### src/sync_fifo.sv
// Synchronous show-ahead FIFO; instantiate with WIDTH and DEPTH_LOG2 for sample and time buffers
`timescale 1ns/1ps
`default_nettype none

module sync_fifo #(
   parameter int WIDTH      = 8,
   parameter int DEPTH_LOG2 = 4
) (
   input  wire logic             clk,
   input  wire logic             rst,
   input  wire logic [WIDTH-1:0] wr_data,
   input  wire logic             wr_valid,
   output logic                  not_full,
   output logic [WIDTH-1:0]      rd_data,
   output logic                  rd_valid,
   input  wire logic             rd_pop
);

   localparam int DEPTH = 2 ** DEPTH_LOG2;

   // Storage, no reset on the array
   logic [WIDTH-1:0] mem [DEPTH];

   // One extra pointer bit tells full from empty
   logic [DEPTH_LOG2:0] wr_ptr;
   logic [DEPTH_LOG2:0] rd_ptr;
   logic                full;
   logic                empty;
   logic                do_write;
   logic                do_read;

   assign empty = (wr_ptr == rd_ptr);
   assign full  = (wr_ptr[DEPTH_LOG2] != rd_ptr[DEPTH_LOG2]) &&
                  (wr_ptr[DEPTH_LOG2-1:0] == rd_ptr[DEPTH_LOG2-1:0]);

   assign not_full = !full;
   assign rd_valid = !empty;

   // Head entry shown combinationally
   assign rd_data = mem[rd_ptr[DEPTH_LOG2-1:0]];

   // Writes into a full buffer are dropped
   assign do_write = wr_valid && !full;
   assign do_read  = rd_pop && !empty;

   always_ff @(posedge clk) begin
      if (do_write) begin
         mem[wr_ptr[DEPTH_LOG2-1:0]] <= wr_data;
      end
   end

   always_ff @(posedge clk) begin
      if (rst) begin
         wr_ptr <= '0;
         rd_ptr <= '0;
      end else begin
         if (do_write) begin
            wr_ptr <= wr_ptr + 1'b1;
         end
         if (do_read) begin
            rd_ptr <= rd_ptr + 1'b1;
         end
      end
   end

   // Producer must watch not_full
   a_no_write_full : assert property (@(posedge clk) disable iff (rst) !(wr_valid && full));
   // Consumer must only pop a shown entry
   a_no_pop_empty : assert property (@(posedge clk) disable iff (rst) !(rd_pop && empty));

endmodule

`default_nettype wire

### config.mk
export PLATFORM = sky130hd
export DESIGN_NAME = sync_fifo
export DESIGN_NICKNAME = d
export VERILOG_FILES = /design/src/sync_fifo.sv
export SDC_FILE = /design/constraint.sdc
export NUM_CORES = 1
export LEC_CHECK = 0
export BUFFER_PORTS_ARGS = -buffer_cell sky130_fd_sc_hd__buf_2
export CAP_MARGIN = 20
export CORE_MARGIN = 3
export CORE_UTILIZATION = 48
export DETAILED_ROUTE_END_ITERATION = 8
export MAX_ROUTING_LAYER = met4
export SLEW_MARGIN = 10
export SYNTH_ARGS = -nofsm -noshare
export SYNTH_HDL_FRONTEND = slang
export SYNTH_SLANG_ARGS = --single-unit
### constraint.sdc
create_clock -name clk -period 2.7 [get_ports clk]
set_input_delay 0.135 -clock clk [delete_from_list [all_inputs] [get_ports clk]]
set_output_delay 0.135 -clock clk [all_outputs]
set_load 0.005 [all_outputs]
## After elaboration in Yosys (flattened, before gate mapping)

Memory sizes are Yosys's and may differ from the RTL's. A register that Yosys moved wholly into a read port is not among the register bits.
Cells that the tools add are included.

| cells by class | value |
|---|---|
| add/subtract/negate cells | 2 |
| equal/unequal tests | 3 |
| multiplexer cells | 4 |
| reductions and logical operators | 5 |

Operators with widths:

| kind | number |
|---|---|
| $add A5 B1 Y5 const B | 2 |
| $mux W4 | 2 |
| $eq A5 B5 Y1 | 1 |
| $eq A4 B4 Y1 | 1 |
| $logic_and A1 B1 Y1 | 3 |
| $logic_not A1 Y1 | 2 |
| $mux W1 | 2 |
| $ne A1 B1 Y1 | 1 |

| word-level totals | value |
|---|---|
| flip-flop bits (word level) | 10 |
| memory bits (writable) | 128 |
| bits of input ports | 12 |
| output and inout bits | 10 |
| logic and storage cells | 17 |
| memories | 1 |

Memory list:

| name | words | bits a word | read ports | clocked after memory_dff | wr ports | RTL line | text |
|---|---|---|---|---|---|---|---|
| mem | 16 | 8 | 1 | 1 | 1 | 22 | `logic [WIDTH-1:0] mem [DEPTH];` |

## Longest topological paths before layout

Gate-level depths: netlist of run 1.

| depth | value |
|---|---|
| depth after elaboration | 6 |
| depth in mapped cells | 7 |
| mapped depth without buffers | 4 |

## Worst setup path after synthesis of run 1

No wires, ideal clock.

| timing | value |
|---|---|
| kind | reg2reg |
| from | register wr_ptr[2] |
| to | memory mem[11][0], enable pin |
| data arrival time | 1.597 ns |
| required time | 2.368 ns |
| setup slack | 0.771 ns |
| cell stages (with the launch flop) | 8 |
| cells stage by stage | dfxtp_1 -> buf_4 -> xnor2_1 -> and4_1 -> buf_2 -> a21oi_2 -> buf_2 -> and3_1 |

| on the way | value |
|---|---|
| cells in the longest elaborated chain, start to end | 6 |

Ends and longest elaborated chain:

| item | RTL line | text |
|---|---|---|
| start, declared | 25 | `logic [DEPTH_LOG2:0] wr_ptr;` |
| start signal, assigned | 58 | `wr_ptr <= wr_ptr + 1'b1;` |
| $eq A4 B4 Y1 | 34 | `(wr_ptr[DEPTH_LOG2-1:0] == rd_ptr[DEPTH_LOG2-1:0]);` |
| $logic_and A1 B1 Y1 | 33 | `assign full = (wr_ptr[DEPTH_LOG2] != rd_ptr[DEPTH_LOG2]) &&` |
| $logic_not A1 Y1 | 43 | `assign do_write = wr_valid && !full;` |
| $logic_and A1 B1 Y1 | 43 |  |
| $mux W1 | 47 | `if (do_write) begin` |
| $mux W1 (not written as such) | 48 | `mem[wr_ptr[DEPTH_LOG2-1:0]] <= wr_data;` |
| end, declared | 22 |  |

Several ways; a longest one is shown, not always the timed one.

==> qor.csv, run 1 <==
metric,value,unit
cts_setup_buffers,0,
root_buffer,clkbuf_16,
cts.reportedPaths.clkPinSlew,0.06,ns
routed-via-count,2854,
fin_nets,330,
min_path_type,input pin to flip-flop,
drc,0,
synthArstFlopShare,0,%
crit_required,2.57,ns
postCtsHoldBufs,0,
path_class,flip-flop to output pin,
setup_tns,0,ns
syn_nets,300,
cts_resized,0,
via_per_inst,6.09,
syn_area_per_cell,20.6,sq um
min_period,2.45,ns
io_buffers,21,
io-pin-count,22,
path_buf_inv,2,
crit_chain,buf_12 -> mux4_1 -> mux4_2 -> buf_2,
die_h,116,um
synth_seq_cells,142,
endpoint_kind,output pin,
drv_cap,0,
ys.flop_type,edfxtp_1,
ir_worst_vdd,0.399,mV
diodes,0,
ant_nets,0,
drive_above_1_share,23.9,%
yosysSeqAreaShare,70.7,%
powerDensity,824,mW/mm^2
grt_max_degree,33,
hpwl,7700,um
grt_pass1_wl,18100,um
layout_commonest_cell,edfxtp_1,
wl,12000,um
status,completed,
die_w,116,um
num-fill-cells,870,
hold_viol,0,
synth-edff-count,128,
worst-path-max-fanout,32,
numCtsBuffers,17,
grt_pass1_vias,2853,
initial_core_util,50.0,%
clockBufferDepth,2,
fin_crit_sh,90.7,%
tritoncts,built,
synthDistinctLibCells,34,
clock.fmax,0.408,GHz
htreeDepth,4,
syn2layout_area_growth,14.5,%
cpPeakStageDelay,0.69,ns
place_area,0.00605,sq mm
slowest_stage,mux4_1,
clk_latency,0.41,ns
grt_setup_unrepaired,false,
relSlewSlack,54.3,%
syn_area,0.00583,sq mm
yosysWarnings,0,
final_core_util,57.3,%
crit_family,multiplexers,
syn_inst,283,
wire_per_inst,25.6,um
p_leak,0.00223,uW
fin_skew,0.00751,ns
worst_setup_path_start_kind,flip-flop,
tightest_slew,0.685,ns
core,0.0117,sq mm
final_cell_mix,"edfxtp_1 (128), mux4_1 (24), buf_2 (21)",
setup-violations-final,0,
grt-ovfl-total,0,
rows,39,
final-seq-area,0.00413,sq mm
drt_pass1_iterations,4,
cts_num_sinks,142,
grt_antenna_before_repair,0,
place.gp.congestion,0.817,
multi_input_area,0.00157,sq mm
die_area,0.0135,sq mm
grt_use_total,20.1,%
drv_slew,0,
arrival,2.31,ns
design_area,0.00668,sq mm
drt_iter0_drc,231,
[through the flow]
step,power [uW],cells,hold WS (ns),worst slack [ns]
finish,5510,469,0.0669,0.252
CTS,5550,469,0.0511,0.237
global placement,3130,437,0.502,0.611
floorplan,2950,283,0.234,0.771
global route,5680,469,0.0565,0.182
detailed placement,3120,437,0.492,0.504
[tightest hold or removal path, stage by stage]
cell and delay (ns):
buf_2 0.13, o2111ai_1 0.09, o31ai_1 0.07
[report_power, final]
group	switching [uW]	internal [uW]	total, uW
Clock	848	1590	2440
Sequential	24.1	2440	2460
Combinational	310	298	608
[Yosys cell counts, types with 5 or more instances]
master,n,area share (%)
mux2_2,5,0.97
mux4_1,24,11
o311ai_0,6,0.90
ha_1,5,1.1
nor2_1,7,0.45
and3_1,11,1.2
edfxtp_1,128,66
mux4_2,16,6.2
dfxtp_1,14,4.8
xnor2_1,5,0.75
inv_1,9,0.58
and4_1,7,1.1
[worst paths after layout]
check | start | cells past startpoint | endpoint | slack, ns
max reg2reg | wr_ptr[2] | 5 | mem[12][5] | 0.49
min | wr_valid | 3 | wr_ptr[1] | 0.07
min reg2reg | rd_ptr[1] | 2 | flip-flop | 0.54
max | flip-flop | 4 | rd_data[2] | 0.25
[area by class of cell]
| cell class | instances | share of cell area (%) |
|---|---|---|
| inverters | 9 | 0.506 |
| flip-flops and latches | 142 | 61.8 |
| multi-input cells | 118 | 23.5 |
| well taps | 143 | 2.68 |
| clock inverters | 11 | 2.45 |
| clock buffers | 21 | 6.90 |
| repair buffers | 25 | 2.21 |
[layer usage]
metal | global-route usage [%] | wire (um) | share of wire, %
met1 | 27.9 | 5460 | 46
met2 | 29.3 | 5820 | 49
met3 | 5.44 | 587 | 4.9
met4 | 6.50 | 121 | 1.0
met5 | - | 0 | 0
[logic make-up after synthesis]
logic type	synth area share, %
simple gates	4.06
flops	70.7
compound gates	2.55
fa+ha+maj	1.07
mux	18.3
xor+xnor	0.901
buf+inv	2.38
[sequential cells by signal, summed over array words and instances (netlist names), named ones only]
register and cells:
wr_ptr 5, rd_ptr 5, mem 128
Note: power is estimated with default switching activity, not from simulation.
==> run 2: changes to the inputs <==
Settings changed: CORE_UTILIZATION 48 to 40.
==> run 2 against run 1 <==
Effect of this change: clock power decreased by 8.2%; worst hold slack improved by 0.0036 ns; register-to-register slack improved by 0.03 ns; critical path depth unchanged; fmax decreased by 0.20%; clock skew about the same; worst setup slack got worse by 0.0049 ns; non-clock buffer count unchanged; critical endpoint is now rd_data[7].
==> qor.csv, run 2 (synthesis results as in run 1) <==
metric,value,unit,change
status,completed,,
tightest_slew,0.541,ns,-0.144 ns
clockBufferDepth,2,,unchanged
grt_antenna_before_repair,0,,unchanged
grt-ovfl-total,0,,unchanged
worst_setup_path_start_kind,flip-flop,,
tritoncts,built,,
grt_use_total,15.5,%,-4.6 points
drt_pass1_iterations,4,,unchanged
diodes,0,,unchanged
die_h,127,um,+9.1%
numCtsBuffers,17,,unchanged
p_leak,0.00219,uW,-1.6%
routed-via-count,2812,,-1.5%
htreeDepth,4,,unchanged
die_w,127,um,+9.1%
fin_crit_sh,90.9,%,+0.18 points
wl,11500,um,-4.0%
arrival,2.32,ns,about the same
cts_resized,0,,unchanged
drv_slew,0,,unchanged
via_per_inst,5.58,,-8.3%
cts.reportedPaths.clkPinSlew,0.06,ns,about the same
cts_setup_buffers,0,,unchanged
path_buf_inv,2,,unchanged
drive_above_1_share,22.2,%,-1.7 points
grt_pass1_wl,17600,um,-2.6%
num-fill-cells,1150,,+32%
wire_per_inst,22.8,um,-11%
clk_latency,0.41,ns,about the same
final_core_util,47.4,%,-9.8 points
path_class,flip-flop to output pin,,
cts_num_sinks,142,,unchanged
io-pin-count,22,,unchanged
fin_nets,330,,unchanged
slowest_stage,mux4_1,,
relSlewSlack,63.7,%,+9.3 points
multi_input_area,0.00157,sq mm,unchanged
layout_commonest_cell,edfxtp_1,,
core,0.0140,sq mm,+20%
cpPeakStageDelay,0.64,ns,-0.05 ns
grt_pass1_vias,2852,,-0.035%
grt_setup_unrepaired,false,,
ant_nets,0,,unchanged
ir_worst_vdd,0.416,mV,+4.2%
min_period,2.45,ns,+0.00492 ns
fin_skew,0.00737,ns,-0.000140 ns
place.gp.congestion,0.846,,+3.6%
worst-path-max-fanout,32,,unchanged
die_area,0.0161,sq mm,+19%
setup_tns,0,ns,unchanged
setup-violations-final,0,,unchanged
io_buffers,21,,unchanged
min_path_type,input pin to flip-flop,,
hpwl,7570,um,-1.7%
drv_cap,0,,unchanged
root_buffer,clkbuf_16,,
postCtsHoldBufs,0,,unchanged
rows,43,,+10%
clock.fmax,0.408,GHz,-0.20%
syn2layout_area_growth,14.2,%,
endpoint_kind,output pin,,
crit_chain,buf_12 -> mux4_1 -> mux4_2 -> buf_2,,
final-seq-area,0.00413,sq mm,unchanged
hold_viol,0,,unchanged
crit_required,2.57,ns,about the same
grt_max_degree,33,,unchanged
initial_core_util,41.5,%,-8.5 points
largest_reg_flops,128,,unchanged
crit_family,multiplexers,,
powerDensity,797,mW/mm^2,-3.3%
drt_iter0_drc,211,,-8.7%
final_cell_mix,"edfxtp_1 (128), mux4_1 (24), buf_2 (21)",,
drc,0,,unchanged
-- run 2: cell types whose count changed in the layout (fill, tap and decap cells not counted), sizes merged --
| cell | previous run | this run |
|---|---|---|
| bufinv | 4 | 3 |
| clkbuf | 21 | 20 |
-- run 2: power by group --
part	leakage (uW)	switching, uW	internal [uW]
Clock	0.000270	815	1420
Sequential	0.00127	24.0	2440
Combinational	0.000654	313	299
-- run 2: metrics by stage --
step           total power (uW)  cell area, sq um  worst slack [ns]  hold slack (ns)  std cells
3_5_place_dp               3130              6100             0.570            0.481        474
6_report                   5310              6660             0.247           0.0706        504
4_1_cts                    5360              6660             0.199           0.0485        504
3_3_place_gp               3120              6100             0.598            0.498        474
2_1_floorplan              2950              5830             0.771            0.234        283
5_1_grt                    5500              6660             0.155           0.0799        504
-- run 2: path summary, 6_finish.rpt --
check	startpoint	to	slack, ns	cells after the start
worst max register to register	wr_ptr[2]	mem[5][5]	0.52	5
worst min register to register	rd_ptr[1]	rd_ptr[1]	0.55	2
worst max-delay path	flip-flop	rd_data[7]	0.25	4
worst min-delay path	wr_valid	wr_ptr[1]	0.07	3
-- run 2: final cells by class --
cell class / count / share of cell area, %
clock inverter: 10 / 1.84
timing repair buffer: 25 / 2.22
clock buffer: 20 / 6.56
inverter: 9 / 0.507
tap: 180 / 3.38
multi-input combinational: 118 / 23.5
sequential: 142 / 62.0
-- run 2: worst min-delay path, delay by kind of cell --
family | cells | cell delay, ns
buffers and inverters | 1 | 0.13
AOI/OAI and AO/OA | 2 | 0.17
-- run 2: routing by layer --
metal  track usage, %  share of wire (%)  vias up  wire length (um)
met2             22.7                 48       49              5520
met5                -                  0        -                 0
met3             4.34                3.1       11               361
met1             21.4                 48     1487              5530
met4             4.73               0.90        0               103
li1                 -                  -     1265                 -
==> run 3: changes to the inputs <==
Settings changed: CORE_UTILIZATION 40 to 55, PLACE_DENSITY set to 0.72, SKIP_LAST_GASP set to 1.
==> run 3 against run 2 <==
Effect of this change: fmax decreased by 6.5%; worst setup slack lost 0.17 ns; critical path depth is the same; clock skew barely moved; combinational power about the same; wire length is 2.5% higher; global-route usage increased by 7.3 points; critical path type unchanged; largest cell class unchanged.
==> qor.csv, run 3 (synthesis results as in run 1) <==
metric,value,unit,change
initial_core_util,58.0,%,+17 points
fin_skew,0.00743,ns,+0.0000590 ns
tightest_slew,0.529,ns,-0.0119 ns
path_class,flip-flop to output pin,,
drc,0,,unchanged
layout_commonest_cell,edfxtp_1,,
io_buffers,21,,unchanged
num-fill-cells,660,,-43%
worst_setup_path_start_kind,flip-flop,,
p_leak,0.00222,uW,+1.0%
rows,36,,-16%
powerDensity,807,mW/mm^2,+1.2%
grt_pass1_vias,2856,,+0.14%
largest_reg_flops,128,,unchanged
ir_worst_vdd,0.412,mV,-0.89%
grt_max_degree,33,,unchanged
cts_num_sinks,142,,unchanged
diodes,0,,unchanged
endpoint_kind,output pin,,
clock.fmax,0.381,GHz,-6.5%
fin_nets,332,,+0.61%
relSlewSlack,64.3,%,+0.61 points
grt_use_total,22.9,%,+7.3 points
wire_per_inst,25.6,um,+12%
routed-via-count,2910,,+3.5%
crit_required,2.57,ns,about the same
clkPwrFrac,42.6,%,+0.5 points
pwr-share-seq,45.9,%,-0.4 points
min_path_type,input pin to flip-flop,,
die_area,0.0119,sq mm,-26%
die_h,109,um,-14%
drv_cap,0,,unchanged
drt_iter0_drc,258,,+22%
arrival,2.49,ns,+0.17 ns
min_period,2.62,ns,+0.172 ns
wl,11800,um,+2.5%
root_buffer,clkbuf_8,,
power_frac_comb,11.5,%,about the same
hold_viol,0,,unchanged
cts_resized,0,,unchanged
numCtsBuffers,17,,unchanged
place.gp.congestion,0.843,,-0.37%
worst-path-max-fanout,32,,unchanged
via_per_inst,6.31,,+13%
p_switching,1220,uW,+6.3%
clockBufferDepth,2,,unchanged
core,0.0100,sq mm,-28%
tritoncts,built,,
drv_slew,0,,unchanged
clk_latency,0.53,ns,+0.12 ns
p_int,4140,uW,-0.50%
hpwl,7570,um,about the same
grt-ovfl-total,0,,unchanged
grt_antenna_before_repair,0,,unchanged
status,completed,,
drive_above_1_share,24.7,%,+2.5 points
fin_crit_sh,97.2,%,+6.4 points
switching_share,22.8,%,+1.2 points
ant_nets,0,,unchanged
cts.reportedPaths.clkPinSlew,0.06,ns,about the same
final_cell_mix,"edfxtp_1 (128), mux4_1 (24), buf_2 (21)",,
setup-violations-final,0,,unchanged
setup_tns,0,ns,unchanged
grt_pass1_wl,18000,um,+2.3%
io-pin-count,22,,unchanged
power,5360,uW,+0.99%
grt_setup_unrepaired,false,,
die_w,109,um,-14%
htreeDepth,4,,unchanged
drt_pass1_iterations,5,,+1
syn2layout_area_growth,14.0,%,
[run 3: cell types whose count changed in the layout (fill, tap and decap cells not counted)]
cell	delta
clkinvlp_4	+2
dlygate4sd3_1	+2
clkbuf_1	-3
clkinv_1	-4
clkinv_4	+4
clkinv_2	+3
clkbuf_8	+1
clkbuf_16	-1
[run 3: power by group through the flow]
| stage | Clock, uW | Combinational (uW) | Sequential, uW |
|---|---|---|---|
| 3_5_place_dp | 0 | 618 | 2510 |
| 4_1_cts | 2320 | 624 | 2460 |
| 3_3_place_gp | 0 | 609 | 2510 |
| 5_1_grt | 2410 | 655 | 2460 |
| 2_1_floorplan | 0 | 449 | 2500 |
| 6_report | 2280 | 615 | 2460 |
[run 3: cell type report]
cell class              count  area [sq um]  area share (%)
clock buffers              17           414            6.23
clock inverters            15           173            2.60
inverters                   9          33.8           0.508
multi-input cells         118          1570            23.6
flip-flops and latches    142          4130            62.1
well taps                 133           166            2.50
repair buffers             27           168            2.52
[run 3: path summary, 6_finish.rpt]
check | startpoint | end | slack [ns] | cells past startpoint
worst max-delay path | flip-flop | rd_data[0] | 0.08 | 4
worst min-delay path | wr_data[5] | mem[13][5] | 0.03 | 1
worst min register to register | rd_ptr[1] | rd_ptr[1] | 0.55 | 2
worst max register to register | wr_ptr[2] | mem[2][3] | 0.43 | 5
[run 3: worst max-delay path, cell delays in order, from the launching register on]
cell and delay [ns]:
dfxtp_2 0.34, buf_12 0.24, mux4_1 0.66, mux4_2 0.55
buf_2 0.16
[run 3: repair_timing]
item                       CTS  global route
hold buffers                 2             0
setup buffers                0             0
setup endpoints to repair    0             0
hold endpoints to repair    15             0
[run 3: per-stage QoR]
stage / setup WS (ns) / utilization [%] / area (sq um) / hold slack, ns / cells
after floorplan: 0.771 / - / 5830 / 0.234 / 283
after global placement: 0.626 / 60.1 / 6040 / 0.497 / 427
after detailed placement: 0.473 / 60.1 / 6040 / 0.504 / 427
after CTS: 0.0668 / 66.2 / 6650 / 0.0105 / 461
after global routing: 0.0316 / 66.2 / 6650 / 0.0111 / 461
final: 0.0751 / 66.2 / 6650 / 0.0328 / 461
[run 3: metal layers]
layer,track usage (%),vias to the layer above,share of wire (%),routed length (um)
met5,-,-,0,0
met4,7.03,0,0.98,115
met3,6.81,14,7.1,837
met2,33.9,125,50,5850
met1,31.0,1503,42,4990
li1,-,1268,-,-
