--- config.mk ---
export PLATFORM = sky130hd
export DESIGN_NAME = pkt_framer
export DESIGN_NICKNAME = d
export VERILOG_FILES = /design/src/pkt_pkg.sv /design/src/pkt_framer.sv
export SDC_FILE = /design/constraint.sdc
export NUM_CORES = 1
export LEC_CHECK = 0
export BUFFER_PORTS_ARGS = -buffer_cell sky130_fd_sc_hd__buf_4
export CORE_AREA = 2 2 97 99
export DETAILED_ROUTE_END_ITERATION = 16
export DIE_AREA = 0 0 99 101
export HOLD_SLACK_MARGIN = 0.1
export MAX_ROUTING_LAYER = met4
export PLACE_DENSITY = 0.68
export REMOVE_ABC_BUFFERS = 1
export SETUP_SLACK_MARGIN = 0.05
export SLEW_MARGIN = 5
export SYNTH_ARGS = -nofsm -noshare
export SYNTH_HDL_FRONTEND = slang
export SYNTH_SLANG_ARGS = --single-unit
--- constraint.sdc ---
create_clock -name clk -period 1.4 [get_ports clk]
set_input_delay 0.14 -clock clk [delete_from_list [all_inputs] [get_ports clk]]
set_output_delay 0.14 -clock clk [all_outputs]
set_load 0.03 [all_outputs]
--- src/pkt_pkg.sv ---
// Shared packet types, field widths and header constants; import into any packetizer block
`default_nettype none

package pkt_pkg;

   // ----------------------------------------------------------
   // Data types
   // ----------------------------------------------------------

   // One complex sample, I in bits 31..16, Q in bits 15..0
   typedef logic [31:0] sample_t;
   // Output word and sample FIFO payload
   typedef logic [63:0] word_t;
   typedef logic [63:0] pkt_time_t;
   // Packet size in samples, also the header size field in 32-bit units
   typedef logic [13:0] pkt_size_t;
   typedef logic [47:0] burst_count_t;
   typedef logic [31:0] flow_id_t;
   typedef logic [15:0] time_incr_t;
   typedef logic [7:0]  seq_id_t;

   // Packet type opcodes in header bits 63..56
   typedef enum logic [7:0] {
      INT16_COMPLEX     = 8'h10,
      INT16_COMPLEX_EOB = 8'h11
   } pkt_type_t;

   // ----------------------------------------------------------
   // Header and buffer constants
   // ----------------------------------------------------------

   // Header word plus time word, counted in 32-bit units
   localparam pkt_size_t HDR_SIZE_WORDS = 14'd4;

   // tlast flag on top of a sample pair word
   localparam int SAMPLE_ENTRY_W = 65;
   // EOB flag, size field, then timestamp
   localparam int TIME_ENTRY_W = 79;

endpackage

`default_nettype wire
--- src/pkt_framer.sv ---
// Output framing FSM; pops time and sample FIFOs and drives header, time and sample words
`timescale 1ns/1ps
`default_nettype none

module pkt_framer (
   input  wire logic                             clk,
   input  wire logic                             rst,
   input  wire logic                             enable,
   input  wire pkt_pkg::flow_id_t                flow_id,
   input  wire logic [pkt_pkg::TIME_ENTRY_W-1:0] tfifo_rd_data,
   input  wire logic                             tfifo_rd_valid,
   output logic                                  tfifo_rd_pop,
   input  wire logic [pkt_pkg::SAMPLE_ENTRY_W-1:0] sfifo_rd_data,
   input  wire logic                             sfifo_rd_valid,
   output logic                                  sfifo_rd_pop,
   input  wire logic                             ingress_idle,
   output pkt_pkg::word_t                        out_tdata,
   output logic                                  out_tvalid,
   output logic                                  out_tlast,
   input  wire logic                             out_tready,
   output logic                                  idle
);

   import pkt_pkg::*;

   typedef enum logic [1:0] {
      OUT_HEADER,
      OUT_TIME,
      OUT_SAMPLES
   } out_state_t;

   out_state_t out_state;
   seq_id_t    seq_id;
   pkt_type_t  pkt_type;
   logic       out_beat;

   // Time entry fields
   assign pkt_type = tfifo_rd_data[78] ? INT16_COMPLEX_EOB : INT16_COMPLEX;
   assign out_beat = out_tvalid && out_tready;

   // ----------------------------------------------------------
   // Output sequence
   // ----------------------------------------------------------
   always_ff @(posedge clk) begin
      if (rst) begin
         out_state <= OUT_HEADER;
      end else if (out_beat) begin
         case (out_state)
            OUT_HEADER:  out_state <= OUT_TIME;
            OUT_TIME:    out_state <= OUT_SAMPLES;
            OUT_SAMPLES: begin
               if (out_tlast) begin
                  out_state <= OUT_HEADER;
               end
            end
            default:     out_state <= OUT_HEADER;
         endcase
      end
   end

   // Word mux and FIFO pops
   always_comb begin
      out_tdata    = '0;
      out_tvalid   = 1'b0;
      out_tlast    = 1'b0;
      tfifo_rd_pop = 1'b0;
      sfifo_rd_pop = 1'b0;
      case (out_state)
         OUT_HEADER: begin
            // Type, seq id, size, two zero bits, flow id
            out_tdata  = {pkt_type, seq_id, tfifo_rd_data[77:64], 2'b00, flow_id};
            out_tvalid = tfifo_rd_valid;
         end
         OUT_TIME: begin
            // Time entry retires with the time word
            out_tdata    = tfifo_rd_data[63:0];
            out_tvalid   = tfifo_rd_valid;
            tfifo_rd_pop = tfifo_rd_valid && out_tready;
         end
         OUT_SAMPLES: begin
            out_tdata    = sfifo_rd_data[63:0];
            out_tvalid   = sfifo_rd_valid;
            out_tlast    = sfifo_rd_data[64];
            sfifo_rd_pop = sfifo_rd_valid && out_tready;
         end
         default: begin
            out_tvalid = 1'b0;
         end
      endcase
   end

   // ----------------------------------------------------------
   // Sequence id and idle flag
   // ----------------------------------------------------------
   // Clears once disabled and drained, so queued packets keep their ids
   always_ff @(posedge clk) begin
      if (rst) begin
         seq_id <= '0;
      end else if (!enable && idle) begin
         seq_id <= '0;
      end else if (out_beat && out_tlast) begin
         seq_id <= seq_id + 1'b1;
      end
   end

   always_ff @(posedge clk) begin
      if (rst) begin
         idle <= 1'b1;
      end else begin
         idle <= !out_tvalid && !enable && !tfifo_rd_valid && ingress_idle;
      end
   end

   // Stalled word holds until taken
   a_hold_stall : assert property (@(posedge clk) disable iff (rst)
      (out_tvalid && !out_tready) |=> (out_tvalid && $stable(out_tdata) && $stable(out_tlast)));

endmodule

`default_nettype wire

== Word-level counts from Yosys, hierarchy flattened ==
Index checks and enable logic that the tools add are counted.
Cells by class
  add/sub/neg operators: 1
  eq/ne operators: 3
  multiplexer cells: 8
  reductions and logical operators: 15
Operators by type and width (count)
  one-hot mux 64 bit (3 select lines): 1
  adder 8 x 1 -> 8 bit (second input constant): 1
  logical AND 1 bit: 8
  one-hot mux 2 bit (3 select lines): 1
  two-way mux 1 bit: 4
  OR reduction 2 bit: 2
  logical NOT 1 bit: 3
  == test 2 x 1 -> 1 bit (second input constant): 1
  == test 2 bit (second input constant): 1
  logical NOT 2 bit: 1
  two-way mux 2 bit: 1
  != test 2 bit (second input constant): 1
  one-hot mux 1 bit (2 select lines): 1
  AND reduction 2 bit: 1
Word-level totals
  register bits after elaboration: 11
  input bits: 183
  logic and storage cells: 30

== Longest topological paths before layout ==
Gate-level depths: netlist of the first run.
  depth in word-level cells: 7
  mapped depth: 6

== Worst setup path after synthesis of the first run ==
Ideal clock, no wire load.
  path kind: reg2out
  start point: reg out_state[0]
  end point: out out_tdata[17]
  arrival time: 1475 ps
  path slack: -215 ps
  stages on the path, launching flop included: 5
  buffers on the path: 2
  cells stage by stage: dfxtp_1 -> buf_6 -> buf_2 -> mux2i_1 -> o21ai_0
On the way
  longest elaborated chain between the ends: 2
Ends and longest elaborated chain
  start: declaration: RTL line pkt_framer.sv:32  | out_state_t out_state;
  start signal: assignment: RTL line pkt_framer.sv:46  | out_state <= OUT_HEADER;
  start signal: assignment: RTL line pkt_framer.sv:49  | OUT_HEADER: out_state <= OUT_TIME;
  start signal: assignment: RTL line pkt_framer.sv:50  | OUT_TIME: out_state <= OUT_SAMPLES;
  == test 2 bit, or another cell as far along: RTL line pkt_framer.sv:68  | case (out_state)
  one-hot mux 64 bit (3 select lines) *: RTL line pkt_framer.sv:68
  end: declaration: RTL line pkt_framer.sv:17  | output pkt_pkg::word_t out_tdata,
Every way passes the cells marked *; elsewhere a longest branch is shown, timed or not.

== Final worst setup path of the first run ==
  start point: reg out_state[0]
  end point: out out_tdata[9]
The elaborated chain is that of the path after synthesis.

==> impl_metrics.env, run 1 <==
export IMPL_status="finished, violations left"
export IMPL_violations="setup timing"
export IMPL_syn_area_sq_um=1810
export IMPL_rows=35
export IMPL_drt_iter0_drc=66
export IMPL_r2r_cells=5
export IMPL_hold_depth=2
export IMPL_post_place_ws_ps=38.3
export IMPL_drt_pass1_iter_count=4
export IMPL_antenna_found_initial=0
export IMPL_swShare=0.411
export IMPL_htree_levels=1
export IMPL_timing_hold_violations_final=0
export IMPL_switchingPower_uw=1030
export IMPL_drive_above_1_share=0.655
export IMPL_insertedDiodeCount=0
export IMPL_maxSlewHeadroom=0.823
export IMPL_via_per_inst=4.71
export IMPL_period_share=1.12
export IMPL_grt_max_degree=25
export IMPL_finClkSkew_ps=1.46
export IMPL_vias=3031
export IMPL_wl_per_cell_um=15.7
export IMPL_ys_ff_latch=11
export IMPL_grt_pass1_vias=2771
export IMPL_synth_top_cells_by_count="60 x o21ai_0, 57 x nand2_1, 56 x mux2i_1, 13 x buf_2, 11 x dfxtp_1"
export IMPL_vdd_drop_max_mv=0.382
export IMPL_finalMaxSlewViolations=0
export IMPL_synth_ff_type="dfxtp_1"
export IMPL_pwr_share_seq=0.131
export IMPL_cts_buffer_depth=2
export IMPL_grt_pass1_wl_um=13600
export IMPL_cts_buffers=3
export IMPL_die_area_sq_um=10000
export IMPL_critPathLaunchType="register"
export IMPL_ant_nets=0
export IMPL_synthCells=265
export IMPL_drc=0
export IMPL_path_clk_slew_ps=50
export IMPL_synth_top_area_frac=0.309
export IMPL_r2r_start="out_state[0]$_SDFFE_PP0P_"
export IMPL_fp_dieH_um=101
export IMPL_fmax_mhz=636
export IMPL_fin_ws_ps=-172
export IMPL_synth_avg_cell_area_sq_um=6.84
export IMPL_fin_setup_tns_ps=-8010
export IMPL_synth_edf_count=0
export IMPL_final_area_sq_um=4670
export IMPL_crit_required_ps=1260
export IMPL_pwr_share_clk=0.133
export IMPL_synth_distinct_cells=32
export IMPL_drt_wl_total_um=10100
export IMPL_die_w_um=99
export IMPL_cts_sinks=11
export IMPL_power_density_nw_per_um2=536
export IMPL_worst_pin_slew_ps=263
export IMPL_cap_viol_max_count=0
export IMPL_ys_seq_area_frac=0.122
export IMPL_finalCriticalPeriod_ps=1570
export IMPL_place_congestion=0.856
export IMPL_timing_rr_end="seq_id[6]$_SDFFE_PP0P_"
export IMPL_async_reset_ff_frac=0
export IMPL_pwr_share_comb=0.736
export IMPL_hpwl_um=7020
export IMPL_ff2ff_setup_slack_ps=-120
export IMPL_coreArea_sq_um=8980
export IMPL_io_buffers=251
export IMPL_syn_to_final_growth_pct=158
export IMPL_clkLatencyLatePin_ps=240
export IMPL_cts_tree="built"
export IMPL_critPathCaptureType="primary output"
export IMPL_ios=252
export IMPL_synthTopCellsByArea="mux2i_1 31%, o21ai_0 17%, dfxtp_1 12%"
export IMPL_intPower_uw=1470
export IMPL_root_buffer="clkbuf_8"
export IMPL_min_to="idle$_SDFF_PP1_"
export IMPL_initial_core_util=0.202
export IMPL_worstSetupPathType="reg2out"
export IMPL_rsz0062_at_grt="true"
export IMPL_arrival_ps=1430
export IMPL_hold_class="in2reg"
export IMPL_setup_violations=73
export IMPL_min_from="ingress_idle"
export IMPL_fin_nets=718
export IMPL_dpl_cell_area_sq_um=3910
export IMPL_synth_most_common_cell="o21ai_0"
export IMPL_leakagePower_uw=0.00219
export IMPL_path_max_fanout=5
export IMPL_grt_ovfl_total=0
export IMPL_grt_total_usage=0.171
export IMPL_yosysWarnings=0
export IMPL_yosys_area_top_type="mux2i_1"
state kept, by name, summed over array words and instances, names as in the netlist:
name,count
idle,1
out_state,2
seq_id,8
worst max-delay path by stage:
stage	to	slack, ps	from	cells after the start
2_1_floorplan	out_tvalid	-3220	out_state[0]$_SDFFE_PP0P_	3
3_3_place_gp	out_tdata[20]	80	out_state[0]$_SDFFE_PP0P_	4
3_5_place_dp	seq_id[6]$_SDFFE_PP0P_	40	seq_id[0]$_SDFFE_PP0P_	4
4_1_cts	out_tdata[46]	-150	out_state[0]$_SDFFE_PP0P_	5
5_1_grt	out_tdata[9]	-240	out_state[0]$_SDFFE_PP0P_	5
6_report	out_tdata[9]	-170	out_state[0]$_SDFFE_PP0P_	5
logic make-up (layout without fill, tap and decap cells):
kind of cell / Yosys count / after routing / share of synthesized area
flip-flops: 11 / 11 / 0.122
AO/OA/AOI/OAI: 85 / 85 / 0.263
buffers and inverters: 30 / 298 / 0.0774
adder cells (fa/ha/maj): 1 / 1 / 0.00690
AND/OR/NAND/NOR: 81 / 81 / 0.217
XOR/XNOR: 1 / 1 / 0.00484
multiplexers: 56 / 56 / 0.309
critical path, stage by stage (launching register included):
cell	delay, ps
dfxtp_4	400
buf_12	150
buf_16	140
mux2i_2	220
o21ai_1	100
buf_4	170
area by class of cell:
class	count	area [sq um]
fill	828	4310
timing repair buffer	287	2520
multi-input combinational	224	1710
sequential	11	228
tap	111	139
clock buffer	4	45.0
inverter	7	26.3
layer usage:
layer	track usage	up-vias	wire [um]
met5	-	-	0
met4	0.0358	0	129
met1	0.197	1394	3830
met2	0.314	133	5470
li1	-	1494	-
met3	0.0257	10	680
layout by cell type, fill, tap and decap left out, types with 4 or more instances in the layout:
master	instances
a22o_1	8
mux2i_1	47
mux2i_2	6
buf_6	27
clkbuf_16	5
o21ai_1	42
o31ai_1	4
buf_12	6
nand2_2	13
buf_16	4
dfxtp_1	9
o21ai_0	5
inv_1	7
nand2_1	42
buf_4	241
o21ai_2	14
a21oi_2	6
through the flow:
stage | utilization | power, uW | instances | hold WS [ps]
after floorplan | - | 1110 | 242 | 209
after global placement | 0.435 | 1880 | 622 | 343
after detailed placement | 0.435 | 1890 | 622 | 348
after CTS | 0.473 | 2340 | 638 | 147
after global routing | 0.520 | 2620 | 644 | 167
final | 0.520 | 2500 | 644 | 149
timing repair:
| item | 4_1_cts | 5_1_grt |
|---|---|---|
| gates cloned | 3 | 6 |
| resized for setup | 74 | 89 |
| pin swaps | 16 | 14 |
| hold endpoints to repair | 1 | 0 |
| setup endpoints to repair | 69 | 76 |
| hold buffers | 1 | 0 |
| buffers inserted | 8 | 1 |
power groups by stage:
stage | clock [uW] | sequential [uW] | combinational, uW
3_3_place_gp | 0 | 340 | 1540
6_report | 333 | 328 | 1840
2_1_floorplan | 0 | 398 | 710
4_1_cts | 332 | 328 | 1680
3_5_place_dp | 0 | 340 | 1550
5_1_grt | 352 | 329 | 1940
Power figures use the tool's default switching activity.
==> run 2: changes to the inputs <==
- CTS_BUF_LIST: not set -> sky130_fd_sc_hd__clkbuf_16
- PLACE_DENSITY: 0.68 -> 0.61
==> impl_metrics.env, run 2 (synthesized netlist as in run 1, its figures left out) <==
export IMPL_met2_length_um=5320
export IMPL_die_w_um=99
export IMPL_ios=252
export IMPL_die_area_sq_um=10000
export IMPL_wl_per_cell_um=16.1
export IMPL_regMostFlops="seq_id"
export IMPL_status="finished, violations left"
export IMPL_multiInputGateArea_sq_um=1650
export IMPL_cpLargestDelayFamily="buffers and inverters"
export IMPL_path_max_fanout=6
export IMPL_fmax_mhz=638
export IMPL_coreArea_sq_um=8980
export IMPL_r2r_cells=5
export IMPL_fin_ws_ps=-168
export IMPL_final_area_sq_um=4550
export IMPL_cts_buffer_depth=2
export IMPL_vias=2949
export IMPL_power_density_nw_per_um2=580
export IMPL_largest_reg_flops=8
export IMPL_drt_iter0_drc=70
export IMPL_path_clk_slew_ps=40
export IMPL_reg_top3="seq_id (8), out_state (2), idle (1)"
export IMPL_root_buffer="clkbuf_16"
export IMPL_drt_met1_wl_um=4250
export IMPL_leakagePower_uw=0.00212
export IMPL_worst_pin_slew_ps=305
export IMPL_highest_layer="met4"
export IMPL_fin_nets=712
export IMPL_htree_levels=1
export IMPL_ant_nets=0
export IMPL_grt_pass1_vias=2620
export IMPL_rows=35
export IMPL_slowest_stage="dfxtp_4"
export IMPL_hpwl_um=7870
export IMPL_fill_cells=860
export IMPL_io_buffers=251
export IMPL_grt_max_degree=39
export IMPL_via_per_inst=4.62
export IMPL_period_share=1.12
export IMPL_clkLatencyLatePin_ps=240
export IMPL_drt_wl_total_um=10300
export IMPL_syn_to_final_growth_pct=151
export IMPL_finalCriticalPeriod_ps=1570
export IMPL_final_common_cell="buf_4"
export IMPL_maxSlewHeadroom=0.797
export IMPL_worstSetupPathType="reg2out"
export IMPL_crit_chain="buf_8 > buf_12 > mux2i_2 > o21ai_1 > buf_4"
export IMPL_vdd_drop_max_mv=0.484
export IMPL_critical_path_buf_inv_count=3
export IMPL_finClkSkew_ps=0.652
export IMPL_drive_above_1_share=0.624
export IMPL_hold_depth=2
export IMPL_grt_total_usage=0.174
export IMPL_cts_tree="built"
export IMPL_critPathLaunchType="register"
export IMPL_rsz0062_at_grt="true"
export IMPL_place_congestion=0.922
export IMPL_setup_violations=71
export IMPL_critPathCaptureType="primary output"
export IMPL_antenna_found_initial=1
export IMPL_fp_dieH_um=101
export IMPL_finalMaxSlewViolations=0
export IMPL_drt_pass1_iter_count=4
export IMPL_grt_ovfl_total=0
export IMPL_routed_wl_met3_um=620
export IMPL_grt_pass1_wl_um=13800
export IMPL_hold_class="in2reg"
export IMPL_violations="setup timing"
export IMPL_crit_required_ps=1260
export IMPL_dpl_cell_area_sq_um=3920
export IMPL_crit_cells=5
export IMPL_arrival_ps=1430
export IMPL_p_total_uw=2640
export IMPL_cts_sinks=11
export IMPL_drc=0
export IMPL_final_cell_mix="243 x buf_4, 54 x nand2_1, 48 x mux2i_1"
export IMPL_timing_hold_violations_final=0
export IMPL_cts_buffers=3
export IMPL_cap_viol_max_count=0
export IMPL_final_seq_area_sq_um=231
export IMPL_initial_core_util=0.202
export IMPL_critPathMaxStageDelay_ps=410
[run 2: cell count changes in the layout (fill, tap and decap cells not counted), moves of 7 or more]
cell     change
o21ai_2      -8
nand2_2     -10
o21ai_0     +10
nand2_1     +12
buf_6        -7
[run 2: worst register-to-register path, cell delays in order (launching register included)]
cell and delay, ps:
dfxtp_4 380, buf_8 150, buf_6 110, nand4b_4 200, or4_4 430, a21oi_2 120
[run 2: final timing paths]
path / start / end / slack, ps
setup reg to reg: out_state[0]$_SDFFE_PP0P_ / seq_id[3]$_SDFFE_PP0P_ / -70
hold reg to reg: seq_id[4]$_SDFFE_PP0P_ / seq_id[4]$_SDFFE_PP0P_ / 520
hold / removal: ingress_idle / idle$_SDFF_PP1_ / 160
setup / recovery: out_state[0]$_SDFFE_PP0P_ / out_tdata[27] / -170
[run 2: final cells by class]
type	instances	area share
Clock buffer	3	0.0165
Timing Repair Buffer	281	0.533
Sequential cell	11	0.0509
Multi-Input combinational cell	224	0.362
Clock inverter	1	0.000825
Tap cell	111	0.0305
Antenna cell	1	0.000550
Inverter	7	0.00577
[run 2: stage by stage]
| step | hold slack [ps] | TNS (ps) | cells | setup WS (ps) | util |
|---|---|---|---|---|---|
| floorplan | 209 | -228250 | 242 | -3220 | - |
| CTS | 156 | -9010 | 630 | -206 | 0.469 |
| global placement | 337 | 0 | 619 | 1.14 | 0.437 |
| finish | 156 | -8910 | 639 | -168 | 0.507 |
| global route | 160 | -12910 | 639 | -218 | 0.507 |
| detailed placement | 340 | -22.5 | 619 | -22.5 | 0.437 |
[run 2: routing by layer]
metal | track usage | vias to the layer above
met3 | 0.0187 | 13
met2 | 0.301 | 120
li1 | - | 1480
met5 | - | -
met4 | 0.0242 | 0
met1 | 0.223 | 1336
[run 2: where the power goes]
part	leakage [uW]	internal, uW	switching [uW]
clock	0.0000423	375	146
sequential	0.0000922	319	12.6
combinational	0.00198	930	858
total	0.00212	1620	1020
[run 2: repair_timing]
item,4_1_cts,5_1_grt
hold endpoints to repair,2,0
hold buffers,1,0
gates resized for setup,51,70
setup buffers,4,3
pin swaps,11,17
cloned,2,5
endpoints found under the setup margin,70,76
==> run 3: changes to the inputs <==
- ABC_AREA: not set -> 1
- ABC_CLOCK_PERIOD_IN_PS: not set -> 1400
- CAP_MARGIN: not set -> 20
- PLACE_DENSITY: 0.61 -> 0.59
==> impl_metrics.env, run 3 <==
export IMPL_status="finished, violations left"
export IMPL_violations="setup timing"
export IMPL_maxSlewHeadroom=0.725
export IMPL_final_area_sq_um=4550
export IMPL_setup_violations=68
export IMPL_synth_edf_count=0
export IMPL_final_seq_area_sq_um=229
export IMPL_cts_tree="built"
export IMPL_initial_core_util=0.190
export IMPL_met2_length_um=5930
export IMPL_power_density_nw_per_um2=603
export IMPL_io_buffers=251
export IMPL_intPower_uw=1640
export IMPL_swShare=0.403
export IMPL_stdcell_count=713
export IMPL_finClkSkew_ps=3.78
export IMPL_critical_path_buf_inv_count=4
export IMPL_synth_compound_area_share=0.106
export IMPL_insertedDiodeCount=0
export IMPL_synth_most_common_cell="nand2_1"
export IMPL_arrival_ps=1370
export IMPL_dp_cells=700
export IMPL_hold_depth=2
export IMPL_grt_max_degree=20
export IMPL_grt_pass1_vias=3205
export IMPL_min_from="tfifo_rd_valid"
export IMPL_wl_per_cell_um=15.7
export IMPL_drt_met1_wl_um=4350
export IMPL_fmax_mhz=663
export IMPL_antenna_found_initial=0
export IMPL_drc=0
export IMPL_vias=3266
export IMPL_async_reset_ff_frac=0
export IMPL_reg_top3="seq_id (8), out_state (2), idle (1)"
export IMPL_drt_pass1_iter_count=4
export IMPL_rows=35
export IMPL_cts_sinks=11
export IMPL_fp_dieH_um=101
export IMPL_r2r_start="out_state[0]$_SDFFE_PP0P_"
export IMPL_pwr_share_clk=0.189
export IMPL_largest_reg_flops=8
export IMPL_crit_required_ps=1260
export IMPL_drt_iter0_drc=117
export IMPL_crit_cells=7
export IMPL_timing_hold_violations_final=0
export IMPL_leakagePower_uw=0.00239
export IMPL_cap_viol_max_count=0
export IMPL_synthCells=343
export IMPL_yosys_area_top_type="nand2_1"
export IMPL_yosys_area_share_simple=0.654
export IMPL_die_area_sq_um=10000
export IMPL_yosysWarnings=0
export IMPL_syn_area_sq_um=1710
export IMPL_synthAdderAreaFrac=0.00734
export IMPL_hpwl_um=8230
export IMPL_synth_mux_area_frac=0
export IMPL_syn_to_final_growth_pct=167
export IMPL_synth_top_cells_by_count="194 x nand2_1, 55 x nand3_1, 13 x buf_2, 13 x inv_1, 11 x dfxtp_1"
export IMPL_htree_levels=1
export IMPL_final_common_cell="buf_4"
export IMPL_critPathLaunchType="register"
export IMPL_worstSetupPathType="reg2out"
export IMPL_dpl_cell_area_sq_um=3790
export IMPL_hold_ws_ps=106
export IMPL_finalCriticalPeriod_ps=1510
export IMPL_path_max_fanout=15
export IMPL_critPathCaptureType="primary output"
export IMPL_finalMaxSlewViolations=0
export IMPL_cpLargestDelayFamily="buffers and inverters"
export IMPL_grt_ovfl_total=0
export IMPL_synth_xor_area_frac=0.0154
export IMPL_highest_layer="met4"
export IMPL_ant_nets=0
export IMPL_synthTopCellsByArea="nand2_1 43%, nand3_1 16%, dfxtp_1 13%"
export IMPL_startpoint="out_state[0]$_SDFFE_PP0P_"
export IMPL_r2r_cells=9
export IMPL_root_buffer="clkbuf_16"
export IMPL_fin_nets=787
export IMPL_grt_pass1_wl_um=16000
export IMPL_ios=252
export IMPL_drt_wl_total_um=11200
export IMPL_ys_seq_area_frac=0.129
export IMPL_fin_ws_ps=-108
export IMPL_place_congestion=0.940
export IMPL_via_per_inst=4.58
export IMPL_synth_top_area_frac=0.427
export IMPL_cts_buffers=3
export IMPL_fill_cells=888
export IMPL_switchingPower_uw=1100
export IMPL_regMostFlops="seq_id"
export IMPL_period_share=1.08
export IMPL_ys_ff_latch=11
export IMPL_worst_pin_slew_ps=413
export IMPL_rsz0062_at_grt="true"
export IMPL_hold_class="in2reg"
export IMPL_synth_distinct_cells=22
export IMPL_synth_ff_type="dfxtp_1"
export IMPL_path_clk_slew_ps=40
export IMPL_grt_total_usage=0.204
export IMPL_pwr_share_comb=0.691
export IMPL_clkLatencyLatePin_ps=240
export IMPL_crit_chain="inv_4 > nand2_4 > inv_8 > buf_12 > nand2_1 > o211ai_1 > buf_4"
export IMPL_pwr_share_seq=0.120
export IMPL_final_cell_mix="194 x buf_4, 180 x nand2_1, 64 x buf_6"
export IMPL_synth_top_family_by_area="simple AND/OR/NAND/NOR gates"
export IMPL_critPathMaxStageDelay_ps=370
export IMPL_coreArea_sq_um=8980
export IMPL_drive_above_1_share=0.558
export IMPL_die_w_um=99
export IMPL_slowest_stage="dfxtp_4"
export IMPL_cts_buffer_depth=2
export IMPL_vdd_drop_max_mv=0.644
export IMPL_synth_avg_cell_area_sq_um=4.97
export IMPL_multiInputGateArea_sq_um=1540
export IMPL_routed_wl_met3_um=638
## run 3: cell type report
cell class / count / share of cell area
repair buffers: 272 / 0.543
multi-input cells: 296 / 0.339
flip-flops and latches: 11 / 0.0503
well taps: 111 / 0.0305
inverters: 19 / 0.0201
clock buffers: 3 / 0.0165
clock inverters: 1 / 0.000825
## run 3: worst paths after layout
check	slack (ps)	endpoint
max	-110	out_tdata[55]
min	110	idle$_SDFF_PP1_
max reg2reg	-30	seq_id[3]$_SDFFE_PP0P_
min reg2reg	490	seq_id[7]$_SDFFE_PP0P_
## run 3: routing by layer
metal  vias to the layer above  global-route usage
met5                         -                   -
met4                         0              0.0674
met3                        24              0.0291
met2                       143               0.368
met1                      1478               0.233
li1                       1621                   -
## run 3: per-stage QoR
stage	setup slack [ps]	TNS, ps	utilization	total power, uW
2_1_floorplan	-935	-30450	-	1070
3_3_place_gp	71.5	0	0.423	1920
3_5_place_dp	40.7	0	0.423	1920
4_1_cts	-116	-5280	0.487	2710
5_1_grt	-164	-9060	0.507	2880
6_report	-108	-3790	0.507	2740
## run 3: what timing repair did
action | 4_1_cts | 5_1_grt
pin swaps | 1 | 4
buffers inserted | 2 | 2
hold endpoints to repair | 1 | 0
resized for setup | 98 | 40
cloned | 4 | 2
endpoints found under the setup margin | 66 | 74
hold buffers | 1 | 0
## run 3: kinds of logic after synthesis
group                      Yosys count
AOI/OAI and AO/OA                   27
adders and majority gates            1
DFF                                 11
and+or+nand+nor                    265
xor gates and xnor gates             3
buffers and inverters               36
## run 3: power groups by stage
stage | Clock, uW | Combinational [uW] | Sequential (uW)
6_report | 518 | 1900 | 329
4_1_cts | 535 | 1850 | 328
5_1_grt | 553 | 2000 | 329
2_1_floorplan | 0 | 733 | 335
3_3_place_gp | 0 | 1590 | 332
3_5_place_dp | 0 | 1590 | 333
## run 3: worst register-to-register path, stage by stage (launching register included)
cell and delay (ps):
dfxtp_4 370, inv_4 80, nand2_4 70, buf_6 120, buf_6 110, nor2_4 140
inv_2 80, nor2_8 170, nand2_1 100, a21oi_2 120
